--- src/hw/cnn_pkg.sv ---
package cnn_pkg;

  // ==========================================================================
  // word types
  // ==========================================================================

  // pixels and results
  typedef logic signed [15:0] data_t;

  // weights and biases
  typedef logic signed [7:0] weight_t;

  // wide enough for a full tap sum plus bias
  typedef logic signed [31:0] acc_t;

  // channel counts, image side, kernel side, padding
  typedef logic [7:0] len_t;

  // ==========================================================================
  // controller states
  // ==========================================================================

  typedef enum logic [1:0] {
    st_idle  = 2'd0,
    st_load  = 2'd1,
    st_pixel = 2'd2,
    st_drain = 2'd3
  } core_state_t;

endpackage

--- src/hw/cnn_tap_fetch.sv ---
module cnn_tap_fetch #(
  parameter int img_depth = 1024,
  parameter int net_depth = 256,
  localparam int iw = $clog2(img_depth),
  localparam int nw = $clog2(net_depth)
) (
  input                       clk,
  input                       xrst,
  input                       pix_start,
  input  cnn_pkg::len_t       pix_x,
  input  cnn_pkg::len_t       pix_y,
  input  cnn_pkg::len_t       total_in,
  input  cnn_pkg::len_t       img_size,
  input  cnn_pkg::len_t       conv_size,
  input  cnn_pkg::len_t       conv_pad,
  input              [iw-1:0] in_base,
  input              [nw-1:0] net_base,
  output logic       [iw-1:0] img_raddr,
  output logic       [nw-1:0] net_raddr,
  output logic                tap_valid,
  output logic                tap_pad,
  output logic                tap_first,
  output logic                tap_bias
);

  logic          active;
  logic          bias_ph;
  cnn_pkg::len_t ic;
  cnn_pkg::len_t ky;
  cnn_pkg::len_t kx;
  logic [nw-1:0] woff;
  int            iy;
  int            ix;
  logic          pad_now;

  // channel, row, column walk, then one bias beat
  always_ff @(posedge clk) begin
    if (!xrst) begin
      active  <= 1'b0;
      bias_ph <= 1'b0;
      ic      <= '0;
      ky      <= '0;
      kx      <= '0;
      woff    <= '0;
    end else if (pix_start) begin
      active  <= 1'b1;
      bias_ph <= 1'b0;
      ic      <= '0;
      ky      <= '0;
      kx      <= '0;
      woff    <= '0;
    end else if (active) begin
      woff <= woff + 1'b1;
      if (bias_ph) begin
        active  <= 1'b0;
        bias_ph <= 1'b0;
      end else if (kx == conv_size - 1) begin
        kx <= '0;
        if (ky == conv_size - 1) begin
          ky <= '0;
          if (ic == total_in - 1) begin
            bias_ph <= 1'b1;
          end else begin
            ic <= ic + 8'd1;
          end
        end else begin
          ky <= ky + 8'd1;
        end
      end else begin
        kx <= kx + 8'd1;
      end
    end
  end

  // image position of the tap, padding reads a harmless address
  always_comb begin
    iy = int'(pix_y) + int'(ky) - int'(conv_pad);
    ix = int'(pix_x) + int'(kx) - int'(conv_pad);
    pad_now = iy < 0 || ix < 0 || iy >= int'(img_size) || ix >= int'(img_size);
    if (pad_now || bias_ph) begin
      img_raddr = in_base;
    end else begin
      img_raddr = iw'(int'(in_base) + int'(ic) * int'(img_size) * int'(img_size)
                      + iy * int'(img_size) + ix);
    end
  end

  // weight block is laid out in beat order
  assign net_raddr = net_base + woff;

  // flags follow the memory read latency
  always_ff @(posedge clk) begin
    if (!xrst) begin
      tap_valid <= 1'b0;
      tap_pad   <= 1'b0;
      tap_first <= 1'b0;
      tap_bias  <= 1'b0;
    end else begin
      tap_valid <= active;
      tap_pad   <= active && !bias_ph && pad_now;
      tap_first <= active && woff == '0;
      tap_bias  <= active && bias_ph;
    end
  end

endmodule

--- config.mk ---
export PLATFORM = sky130hd
export DESIGN_NAME = cnn_tap_fetch
export DESIGN_NICKNAME = d
export VERILOG_FILES = /design/src/hw/cnn_pkg.sv /design/src/hw/cnn_tap_fetch.sv
export SDC_FILE = /design/constraint.sdc
export NUM_CORES = 1
export LEC_CHECK = 0
export BUFFER_PORTS_ARGS = -buffer_cell sky130_fd_sc_hd__buf_2
export CAP_MARGIN = 5
export CELL_PAD_IN_SITES_DETAIL_PLACEMENT = 1
export CELL_PAD_IN_SITES_GLOBAL_PLACEMENT = 1
export CORE_UTILIZATION = 35
export CTS_CLUSTER_SIZE = 24
export DETAILED_ROUTE_END_ITERATION = 7
export GPL_TIMING_DRIVEN = 0
export HOLD_SLACK_MARGIN = 0.03
export PLACE_DENSITY = 0.71
export SYNTH_ARGS = -nofsm -noshare
export SYNTH_HDL_FRONTEND = slang
export SYNTH_SLANG_ARGS = --single-unit
--- constraint.sdc ---
create_clock -name clk -period 30.3 [get_ports clk]
set_input_delay 3.03 -clock clk [delete_from_list [all_inputs] [get_ports clk]]
set_output_delay 3.03 -clock clk [all_outputs]
set_load 0.02 [all_outputs]
==> results of run 1 <==
[power by group through the flow]
stage          Clock (mW)  Sequential (mW)  Combinational (mW)
2_1_floorplan           0           0.0521               0.464
3_3_place_gp            0           0.0519               0.586
3_5_place_dp            0           0.0520               0.609
4_1_cts            0.0727           0.0508               0.614
5_1_grt            0.0751           0.0509               0.691
6_report           0.0721           0.0508               0.606
[registers in the layout, summed over array words and instances, names as in the netlist]
register and flops:
tap_valid 1, kx 8, ky 8, tap_pad 1, active 1, woff 8, bias_ph 1, ic 8
tap_first 1, tap_bias 1
[cells in the mapped netlist, types with 12 or more instances]
| cell | number | share of area [%] |
|---|---|---|
| o21ai_0 | 21 | 1.2 |
| xor2_1 | 29 | 2.8 |
| clkbuf_1 | 28 | 1.2 |
| a21o_1 | 12 | 1.0 |
| inv_1 | 223 | 9.4 |
| ha_1 | 118 | 17 |
| and2_1 | 76 | 5.3 |
| a21oi_1 | 30 | 1.7 |
| fa_1 | 114 | 26 |
| xnor3_1 | 12 | 3.0 |
| dfxtp_1 | 38 | 8.5 |
| xnor2_1 | 85 | 8.3 |
| nor2_1 | 58 | 2.4 |
| nand3_1 | 12 | 0.67 |
| and3_1 | 14 | 0.98 |
| nand2_1 | 62 | 2.6 |
[per-stage QoR]
step	util [%]	std cells	instance area, µm²
6_report	39.8	1459	9980
5_1_grt	39.8	1459	9980
4_1_cts	39.8	1459	9980
3_5_place_dp	39.0	1451	9780
3_3_place_gp	39.0	1451	9780
2_1_floorplan	-	1033	8930
[how the worst max path moves through the flow]
stage,cells past startpoint,slack [ns],endpoint,start
after floorplan,30,16.09,img_raddr[9],img_size[3]
after global placement,34,14.61,img_raddr[9],img_size[2]
after detailed placement,34,14.54,img_raddr[9],img_size[2]
after CTS,34,14.49,img_raddr[9],img_size[2]
after global routing,32,13.94,img_raddr[9],img_size[2]
final,34,14.50,img_raddr[9],img_size[2]
[metal layers]
layer  up-vias  share of wire [%]  global-route usage (%)
met1      3441                 45                    24.7
met4         0                1.5                    3.95
met5         -                  0                       0
met3        22                3.6                    1.86
met2       130                 50                    35.4
li1       3403                  -                       -
[critical path: cells and delay by family]
| family | cells | cell delay, ns |
|---|---|---|
| mux | 1 | 0.29 |
| compound gates | 3 | 0.35 |
| buf+inv | 8 | 1.64 |
| xor+xnor | 9 | 2.19 |
| simple gates | 2 | 0.34 |
| fa+ha+maj | 11 | 4.92 |
[layout make-up]
| class | instances | area, µm² | share of cell area [%] |
|---|---|---|---|
| Sequential cell | 38 | 761 | 7.62 |
| Clock inverter | 2 | 60.1 | 0.602 |
| Clock buffer | 6 | 139 | 1.39 |
| Inverter | 223 | 837 | 8.39 |
| Timing Repair Buffer | 88 | 440 | 4.41 |
| Multi-Input combinational cell | 743 | 7220 | 72.3 |
| Buffer | 29 | 110 | 1.10 |
| Tap cell | 330 | 413 | 4.14 |
[cell families after synthesis]
family | share of synthesized area [%]
DFF | 8.52
adders and majority gates | 42.1
AOI/OAI and AO/OA | 6.84
and+or+nand+nor | 16.7
buffers and inverters | 10.6
muxes | 1.08
xor gates and xnor gates | 14.2
==> metrics.md, run 1 <==
| Metric | Value |
|---|---|
| Hold Buf Count CTS | 0 |
| Status | complete, no violations |
| Class of the worst hold path | flop to flop |
| CTS Root Cell | clkbuf_16 |
| Synth Warn # | 0 |
| Maximum vdd drop | roughly 0.000091 V |
| Vias per cell | around 4.8 |
| Fmax | between 0.06 and 0.07 GHz |
| Final setup TNS | 0 ns |
| Switching pwr | 0.342 mW |
| Commonest non-fill, non-tap cells in the layout | 223 x inv_1, 118 x ha_1, 114 x fa_1 |
| CP arrival | about 13 ns |
| Final Setup Violations | 0 |
| Reg2reg end | tap_pad |
| Post-route DRC | 0 |
| Clock Path Buffers | 2 |
| Worst setup EP type | primary output |
| Initial Util | 35.6% |
| Initial antenna violation count | 0 |
| Wire length per cell | about 16 µm |
| Via count | between 6k and 7k |
| R2R depth | 17 |
| Clock sink total | 38 |
| Hold Vio Cnt, Final | 0 |
| Syn avg cell area | between 8 and 9 µm² |
| Hold path endpoint | tap_first |
| Largest net degree at the start of global routing | 13 |
| Gate power share | about 83% |
| Number of synthesized flops with an enable pin | 0 |
| DR pass1 iterations | 4 |
| Netlist cell types | between 50 and 60 |
| Rel. slew slack | 34.1% |
| Pwr per Cell Area | ~73 mW/mm² |
| Flop2flop setup slack | 25.81 ns |
| Final worst path period share | 52.1% |
| Die height | around 160 µm |
| R2r startpoint | ky[0] |
| Fin. max-slew vios | 0 |
| # nets final | between 1k and 1.5k |
| Layout cell share with drive strength beyond 1 | 10.0% |
| Gr ovfl total | 0 |
| Clock slew at reported path FFs | 0.06 ns |
| Row count | slightly below 60 |
| Final worst setup slack | between 10 and 15 ns |
| # diodes | 0 |
| Crit start category | primary input |
| Ys flop type | dfxtp_1 |
| Req. time, crit path | ~27 ns |
| Wirelength, routed | 23800 µm |
| HPWL after DPL | a little over 20000 µm |
| Worst Path Max Fanout | 10 |
| Syn nets | between 1k and 1.5k |
| H-Tree Depth | 2 |
| First-pass GRT wire length | around 40000 µm |
| Drt initial violations | approximately 230 |
| Async S/R FF share, synth | 0% |
| Die Area | 0.0262 mm² |
| Total CTS buffers | 5 |
| Core Region | approximately 0.025 mm² |
| Port Buffers | 88 |
| Final min period | between 15 and 20 ns |
| I/O pin count | just over 90 |
| Max incr delay on CP | 0.57 ns |
| Post-Syn Instances | around 1.0k |
| Post-CTS Setup Bufs | 0 |
| Total global-route track usage | 19.4% |
| Net Sw Frac | between 40% and 50% |
| Max cap viols | 0 |
| Clk pwr share | 9.9% |
| Gates resized, CTS repair | 0 |
| Post-synthesis instance area | 0.00893 mm² |
| Fill count | 3095 |
| CTS tree | built |
| Number of synthesized register bits | 38 |
| Final Skew | 0.00459 ns |
| Final ANT Viol Nets | 0 |
| Vias in the first global route | just under 8k |
| Worst slew pin tran | between 0.9 and 1 ns |
| DIE WIDTH | 162 µm |
| RePlAce Congestion | ~0.86 |
| Area grow syn2layout | 11.8% |
| Sequential share of the synthesized area | 8.52% |
| Sequential share of power | roughly 7.0% |
| Internal cell power | between 0.3 and 0.4 mW |
| Leak Pwr | 4.96 nW |
| CP dominant cell by count | fa_1 |
| Clk_lat worst skew | 0.29 ns |
| Hold_ws | roughly 0.53 ns |
| Setup CP Type | primary input to primary output |
| Design Power | roughly 0.73 mW |
| RSZ-0062 raised after global routing | no |
| Slowest-stage cell, CP | clkbuf_1 |
| Pre-CTS WS | 14.54 ns |
| HP Start | woff[5] |
| Hold path cells | 1 |
| Commonest non-fill, non-tap cell in the layout | inv_1 |
Power figures use the tool's default switching activity.
==> run 2, diff against run 1 <==
- ABC_AREA: default -> 1
- PLACE_DENSITY: 0.71 -> 0.73
- clock period: 30.3 -> 14.73 ns (I/O delays scaled with it)
==> run 2 against run 1 <==
  * Cell area grew 8.0%
  * Combinational power grew 98%
  * Wire length increased by 18%
  * Synthesized area increased by 8.7%
  * Critical endpoint unchanged
  * Synthesized cell count rose by 38%
  * Largest cell class unchanged
  * Count of clock-buffer cells in the layout did not move
  * Via count grew 27%
  * Die area is 8.6% higher
==> metrics.md, run 2 <==
| Metric | Value |
|---|---|
| Maximum vdd drop | 0.000108 V (+19%) |
| Req. time, crit path | 13.26 ns (-14.01 ns) |
| Class of the worst hold path | flop to flop |
| Die Area | 0.0284 mm² (+8.6%) |
| Number of synthesized flops with an enable pin | 0 (unchanged) |
| Number of synthesized register bits | 38 (unchanged) |
| I/O pin count | 91 (unchanged) |
| Syn avg cell area | 6.83 µm² (-21%) |
| Core Region | 0.0271 mm² (+7.9%) |
| Final setup TNS | 0 ns (unchanged) |
| # diodes | 0 (unchanged) |
| Row count | 60 (+3.4%) |
| Vias per cell | 4.69 (-2.2%) |
| Post-CTS Setup Bufs | 0 (unchanged) |
| RSZ-0062 raised after global routing | no |
| Clock sink total | 38 (unchanged) |
| DIE WIDTH | 169 µm (+4.2%) |
| Max cap viols | 0 (unchanged) |
| Slowest-stage cell, CP | fa_1 |
| CTS Root Cell | clkbuf_16 |
| Ys flop type | dfxtp_1 |
| Clock slew at reported path FFs | 0.06 ns (about the same) |
| Commonest non-fill, non-tap cells in the layout | 389 x inv_1, 326 x nand2_1, 118 x ha_1 |
| Buf+Inv Stages, Crit Path | 11 (+3) |
| Design Power | 1.42 mW (+95%) |
| Worst setup EP type | primary output |
| Post-synthesis instance area | 0.00971 mm² (+8.7%) |
| Syn nets | 1723 (+29%) |
| Synth top cells by count | 389 x inv_1, 326 x nand2_1, 118 x ha_1 |
| Hold Vio Cnt, Final | 0 (unchanged) |
| Commonest non-fill, non-tap cell in the layout | inv_1 |
| Leak Pwr | 6.23 nW (+26%) |
| Initial Util | 35.8% (+0.26 points) |
| Largest cells by area after synthesis | fa_1 24%, ha_1 15%, inv_1 15% |
| Status | complete, no violations |
| Pre-CTS WS | 2.09 ns (-12.44 ns) |
| Port Buffers | 90 (+2.3%) |
| HPWL after DPL | 24400 µm (+20%) |
| RePlAce Congestion | 0.858 (about the same) |
| Fmax | slightly below 0.08 GHz |
| H-Tree Depth | 2 (unchanged) |
| CP arrival | 11.10 ns (-1.67 ns) |
| Vias in the first global route | 9675 (+23%) |
| Final ANT Viol Nets | 0 (unchanged) |
| Async S/R FF share, synth | 0% (unchanged) |
| Total CTS buffers | 5 (unchanged) |
| Pwr per Cell Area | 132 mW/mm² (+80%) |
| Die height | 169 µm (+4.2%) |
| Crit start category | primary input |
| Netlist cell types | 45 (-17%) |
| Post-route DRC | 0 (unchanged) |
| Initial antenna violation count | 0 (unchanged) |
| Via count | 8875 (+27%) |
| Post-Syn Instances | 1422 (+38%) |
| Final worst setup slack | 2.16 ns (-12.34 ns) |
| Non-Filler Instances | 1892 (+30%) |
| Wire length per cell | 14.8 µm (-9.1%) |
| Gates resized, CTS repair | 0 (unchanged) |
| Drt initial violations | 303 (+31%) |
| Worst slew pin tran | 1.01 ns (+0.0315 ns) |
| Clk_lat worst skew | 0.29 ns (about the same) |
| Share of the synthesized area in the top cell type | 23.5% (-2.1 points) |
| Post-Place Cells | 1884 (+30%) |
| Crit-path leading delay family | adder cells |
| Worst Path Max Fanout | 10 (unchanged) |
| DR pass1 iterations | 4 (unchanged) |
| Layout cell share with drive strength beyond 1 | 10.3% (+0.32 points) |
| Synth Warn # | 0 (unchanged) |
| Total global-route track usage | 20.8% (+1.4 points) |
| Most common cell in the netlist | inv_1 |
| Rel. slew slack | 31.5% (-2.5 points) |
| Max incr delay on CP | 0.60 ns (+0.03 ns) |
| Area grow syn2layout | 11.0% |
| CTS tree | built |
| Final min period | ~13 ns |
| Gr ovfl total | 0 (unchanged) |
| # nets final | 1820 (+27%) |
| Wirelength, routed | 28000 µm (+18%) |
| Clock Path Buffers | 2 (unchanged) |
| Final Setup Violations | 0 (unchanged) |
| Fin. max-slew vios | 0 (unchanged) |
| Final worst path period share | around 85% |
| First-pass GRT wire length | 47000 µm (+18%) |
| Sequential share of the synthesized area | 7.84% (-0.68 points) |
| Largest net degree at the start of global routing | 13 (unchanged) |
| Setup CP Type | primary input to primary output |
| Yosys top cell by area | fa_1 |
| Final Skew | 0.00429 ns (-0.000300 ns) |
| Hold Buf Count CTS | 0 (unchanged) |
## run 2: cell types whose count changed after synthesis, sizes merged, moves of 14 or more
| cell | delta |
|---|---|
| a21oi | +16 |
| xnor2 | -75 |
| and2 | -76 |
| nand3 | +58 |
| nand2 | +266 |
| nand4 | +16 |
| clkbuf | -17 |
| xor2 | +17 |
| inv | +176 |
| nor2 | +45 |
| and3 | -14 |
## run 2: logic make-up (layout without fill, tap and decap cells)
logic type	count (synthesis)	in the layout	share of synthesized area, %
AOI/OAI and AO/OA	93	93	5.52
xor gates and xnor gates	56	56	5.21
adders and majority gates	232	232	38.7
buffers and inverters	430	528	16.8
DFF	38	38	7.84
and+or+nand+nor	573	573	25.9
## run 2: worst paths after layout
path	startpoint	end	slack (ns)	cells past startpoint
worst max-delay path	img_size[4]	img_raddr[9]	2.16	42
worst max register to register	kx[2]	tap_pad	10.46	17
worst min-delay path	woff[3]	tap_first	0.50	1
worst min register to register	woff[3]	tap_first	0.50	1
## run 2: per-stage QoR
stage / utilization (%) / cell area (µm²) / hold slack, ns
finish: 39.8 / 10800 / 0.503
global route: 39.8 / 10800 / 0.527
CTS: 39.8 / 10800 / 0.512
detailed placement: 39.2 / 10600 / 0.494
global placement: 39.2 / 10600 / 0.480
floorplan: - / 9710 / 0.446
## run 2: per-layer routing
| metal | vias to the layer above | global-route usage (%) | wire [µm] |
|---|---|---|---|
| met5 | - | 0 | 0 |
| met1 | 4285 | 26.3 | 12800 |
| met3 | 26 | 1.24 | 808 |
| met4 | 0 | 5.57 | 573 |
| li1 | 4447 | - | - |
| met2 | 117 | 38.2 | 13800 |
## run 2: layout make-up
cell class | count | area (µm²)
buffer | 25 | 113
sequential | 38 | 761
multi-input combinational | 954 | 7320
inverter | 405 | 1520
clock buffer | 6 | 139
fill | 3619 | 16300
tap | 372 | 465
timing repair buffer | 90 | 450
clock inverter | 2 | 12.5
## run 2: power breakdown
part           switching (mW)  total [mW]  leakage (nW)  internal [mW]
clock network          0.0475       0.115        0.0729         0.0672
logic                   0.753        1.20          5.85          0.448
registers            0.000998       0.105         0.307          0.104
total                   0.802        1.42          6.23          0.619
==> run 3, diff against run 2 <==
- CORE_ASPECT_RATIO: default -> 1.25
==> run 3 against run 2 <==
  * Sequential share of layout area barely moved
  * Via count increased by 0.64%
  * Count of clock-buffer cells in the layout is the same
  * Total power increased by 0.26%
  * Cell area decreased by 0.31%
  * Critical path depth is the same
  * First-iteration DRC count is 24% lower
  * Flip-flop and latch count stayed put
  * Die area is essentially flat
  * Core utilization shrank 0.090 points
  * Critical path type unchanged
==> metrics.md, run 3 (synthesized netlist as in run 2, its figures left out) <==
| Metric | Value |
|---|---|
| Port Buffers | 90 (unchanged) |
| Final min period | 12.58 ns (+0.0116 ns) |
| H-Tree Depth | 2 (unchanged) |
| Pre-CTS WS | 2.04 ns (-0.0553 ns) |
| Worst Path Max Fanout | 10 (unchanged) |
| Area grow syn2layout | 10.6% |
| Crit. Startpoint | img_size[3] |
| Reg2reg end | tap_pad |
| Final worst setup slack | 2.15 ns (-0.0116 ns) |
| Fin. max-slew vios | 0 (unchanged) |
| Req. time, crit path | 13.26 ns (about the same) |
| Hold_ws | 0.499 ns (-0.00400 ns) |
| Drt initial violations | 229 (-24%) |
| Crit start category | primary input |
| DR pass1 iterations | 4 (unchanged) |
| Placed cell area | 0.0106 mm² (-0.32%) |
| I/O pin count | 91 (unchanged) |
| Final Setup Violations | 0 (unchanged) |
| Worst slew pin tran | 1.07 ns (+0.0521 ns) |
| Final setup TNS | 0 ns (unchanged) |
| Clock sink total | 38 (unchanged) |
| Vias in the first global route | 9666 (-0.093%) |
| Commonest non-fill, non-tap cells in the layout | 389 x inv_1, 326 x nand2_1, 118 x ha_1 |
| Wire length per cell | 14.7 µm (-0.41%) |
| Rel. slew slack | 28.0% (-3.5 points) |
| Pwr per Cell Area | 133 mW/mm² (+0.57%) |
| Setup CP Type | primary input to primary output |
| Fmax | 0.0795 GHz (about the same) |
| Hold path endpoint | woff[7] |
| Final worst path period share | 85.4% (about the same) |
| R2R depth | 17 (unchanged) |
| Final ANT Viol Nets | 0 (unchanged) |
| HP Start | woff[7] |
| Core Region | 0.0271 mm² (about the same) |
| HPWL after DPL | 24100 µm (-1.3%) |
| Commonest non-fill, non-tap cell in the layout | inv_1 |
| Row count | 67 (+12%) |
| # nets final | 1820 (unchanged) |
| Flop2flop setup slack | 10.32 ns (-0.14 ns) |
| Non-Filler Instances | 1865 (-1.4%) |
| Gr ovfl total | 0 (unchanged) |
| Hold path cells | 1 (unchanged) |
| Slowest-stage cell, CP | fa_1 |
| Die Area | 0.0284 mm² (about the same) |
| Leak Pwr | 6.23 nW (unchanged) |
| Via count | 8932 (+0.64%) |
| CP arrival | 11.11 ns (about the same) |
| # diodes | 0 (unchanged) |
| Post-route DRC | 0 (unchanged) |
| Layout cell share with drive strength beyond 1 | 10.3% (unchanged) |
| First-pass GRT wire length | 46500 µm (-0.95%) |
| Total CTS buffers | 5 (unchanged) |
| Maximum vdd drop | 0.000156 V (+44%) |
| Largest net degree at the start of global routing | 13 (unchanged) |
| Post-Place Cells | 1857 (-1.4%) |
| CTS Root Cell | clkbuf_16 |
| Initial Util | 35.9% (about the same) |
| Wirelength, routed | 27500 µm (-1.8%) |
| Fin area | 0.0107 mm² (-0.31%) |
| Hold Vio Cnt, Final | 0 (unchanged) |
| Clk_lat worst skew | 0.29 ns (about the same) |
| Status | complete, no violations |
| Class of the worst hold path | flop to flop |
| Worst setup EP type | primary output |
| DIE WIDTH | 151 µm (-10%) |
| Hold Buf Count CTS | 0 (unchanged) |
| Total global-route track usage | 20.7% (-0.12 points) |
| Die height | 188 µm (+12%) |
| Gates resized, CTS repair | 0 (unchanged) |
| Clock Path Buffers | 2 (unchanged) |
| Post-CTS Setup Bufs | 0 (unchanged) |
| Initial antenna violation count | 0 (unchanged) |
| Max incr delay on CP | 0.59 ns (about the same) |
| Clock slew at reported path FFs | 0.06 ns (about the same) |
| CTS tree | built |
| R2r startpoint | kx[2] |
| Vias per cell | 4.79 (+2.1%) |
| RSZ-0062 raised after global routing | no |
| RePlAce Congestion | 0.824 (-4.0%) |
| Final Skew | 0.00395 ns (-0.000346 ns) |
| Max cap viols | 0 (unchanged) |
run 3: worst max-delay path by stage:
stage | end | slack, ns
3_5_place_dp | img_raddr[9] | 2.04
5_1_grt | img_raddr[9] | 1.45
3_3_place_gp | img_raddr[9] | 2.07
4_1_cts | img_raddr[9] | 2.01
6_report | img_raddr[9] | 2.15
2_1_floorplan | img_raddr[9] | 3.84
run 3: cell type report:
| cell class | count | area, µm² |
|---|---|---|
| repair buffers | 90 | 450 |
| plain buffers | 25 | 113 |
| well taps | 345 | 432 |
| multi-input cells | 954 | 7320 |
| clock inverters | 2 | 12.5 |
| fillers | 3563 | 16300 |
| flip-flops and latches | 38 | 761 |
| inverters | 405 | 1520 |
| clock buffers | 6 | 139 |
run 3: per-stage QoR:
| step | total power [mW] | utilization, % |
|---|---|---|
| floorplan | 0.993 | - |
| global placement | 1.29 | 39.1 |
| detailed placement | 1.33 | 39.1 |
| CTS | 1.45 | 39.7 |
| global route | 1.62 | 39.7 |
| finish | 1.42 | 39.7 |
run 3: power breakdown:
group | internal (mW) | switching (mW) | total [mW]
Sequential | 0.104 | 0.000907 | 0.105
Combinational | 0.447 | 0.759 | 1.21
Clock | 0.0671 | 0.0465 | 0.114
run 3: critical path: cells and delay by family:
family                   cells  cell delay (ns)
XOR/XNOR                     1             0.33
AND/OR/NAND/NOR             14             1.31
AO/OA/AOI/OAI                4             0.72
buffers and inverters       11             1.55
adder cells (fa/ha/maj)     12             5.71
run 3: layer usage:
| metal | wire (µm) | GRT usage [%] | vias up | part of all wire (%) |
|---|---|---|---|---|
| li1 | - | - | 4437 | - |
| met1 | 11400 | 24.2 | 4348 | 41 |
| met2 | 14600 | 39.1 | 110 | 53 |
| met3 | 677 | 1.53 | 37 | 2.5 |
| met4 | 799 | 6.27 | 0 | 2.9 |
| met5 | 0 | 0 | - | 0 |
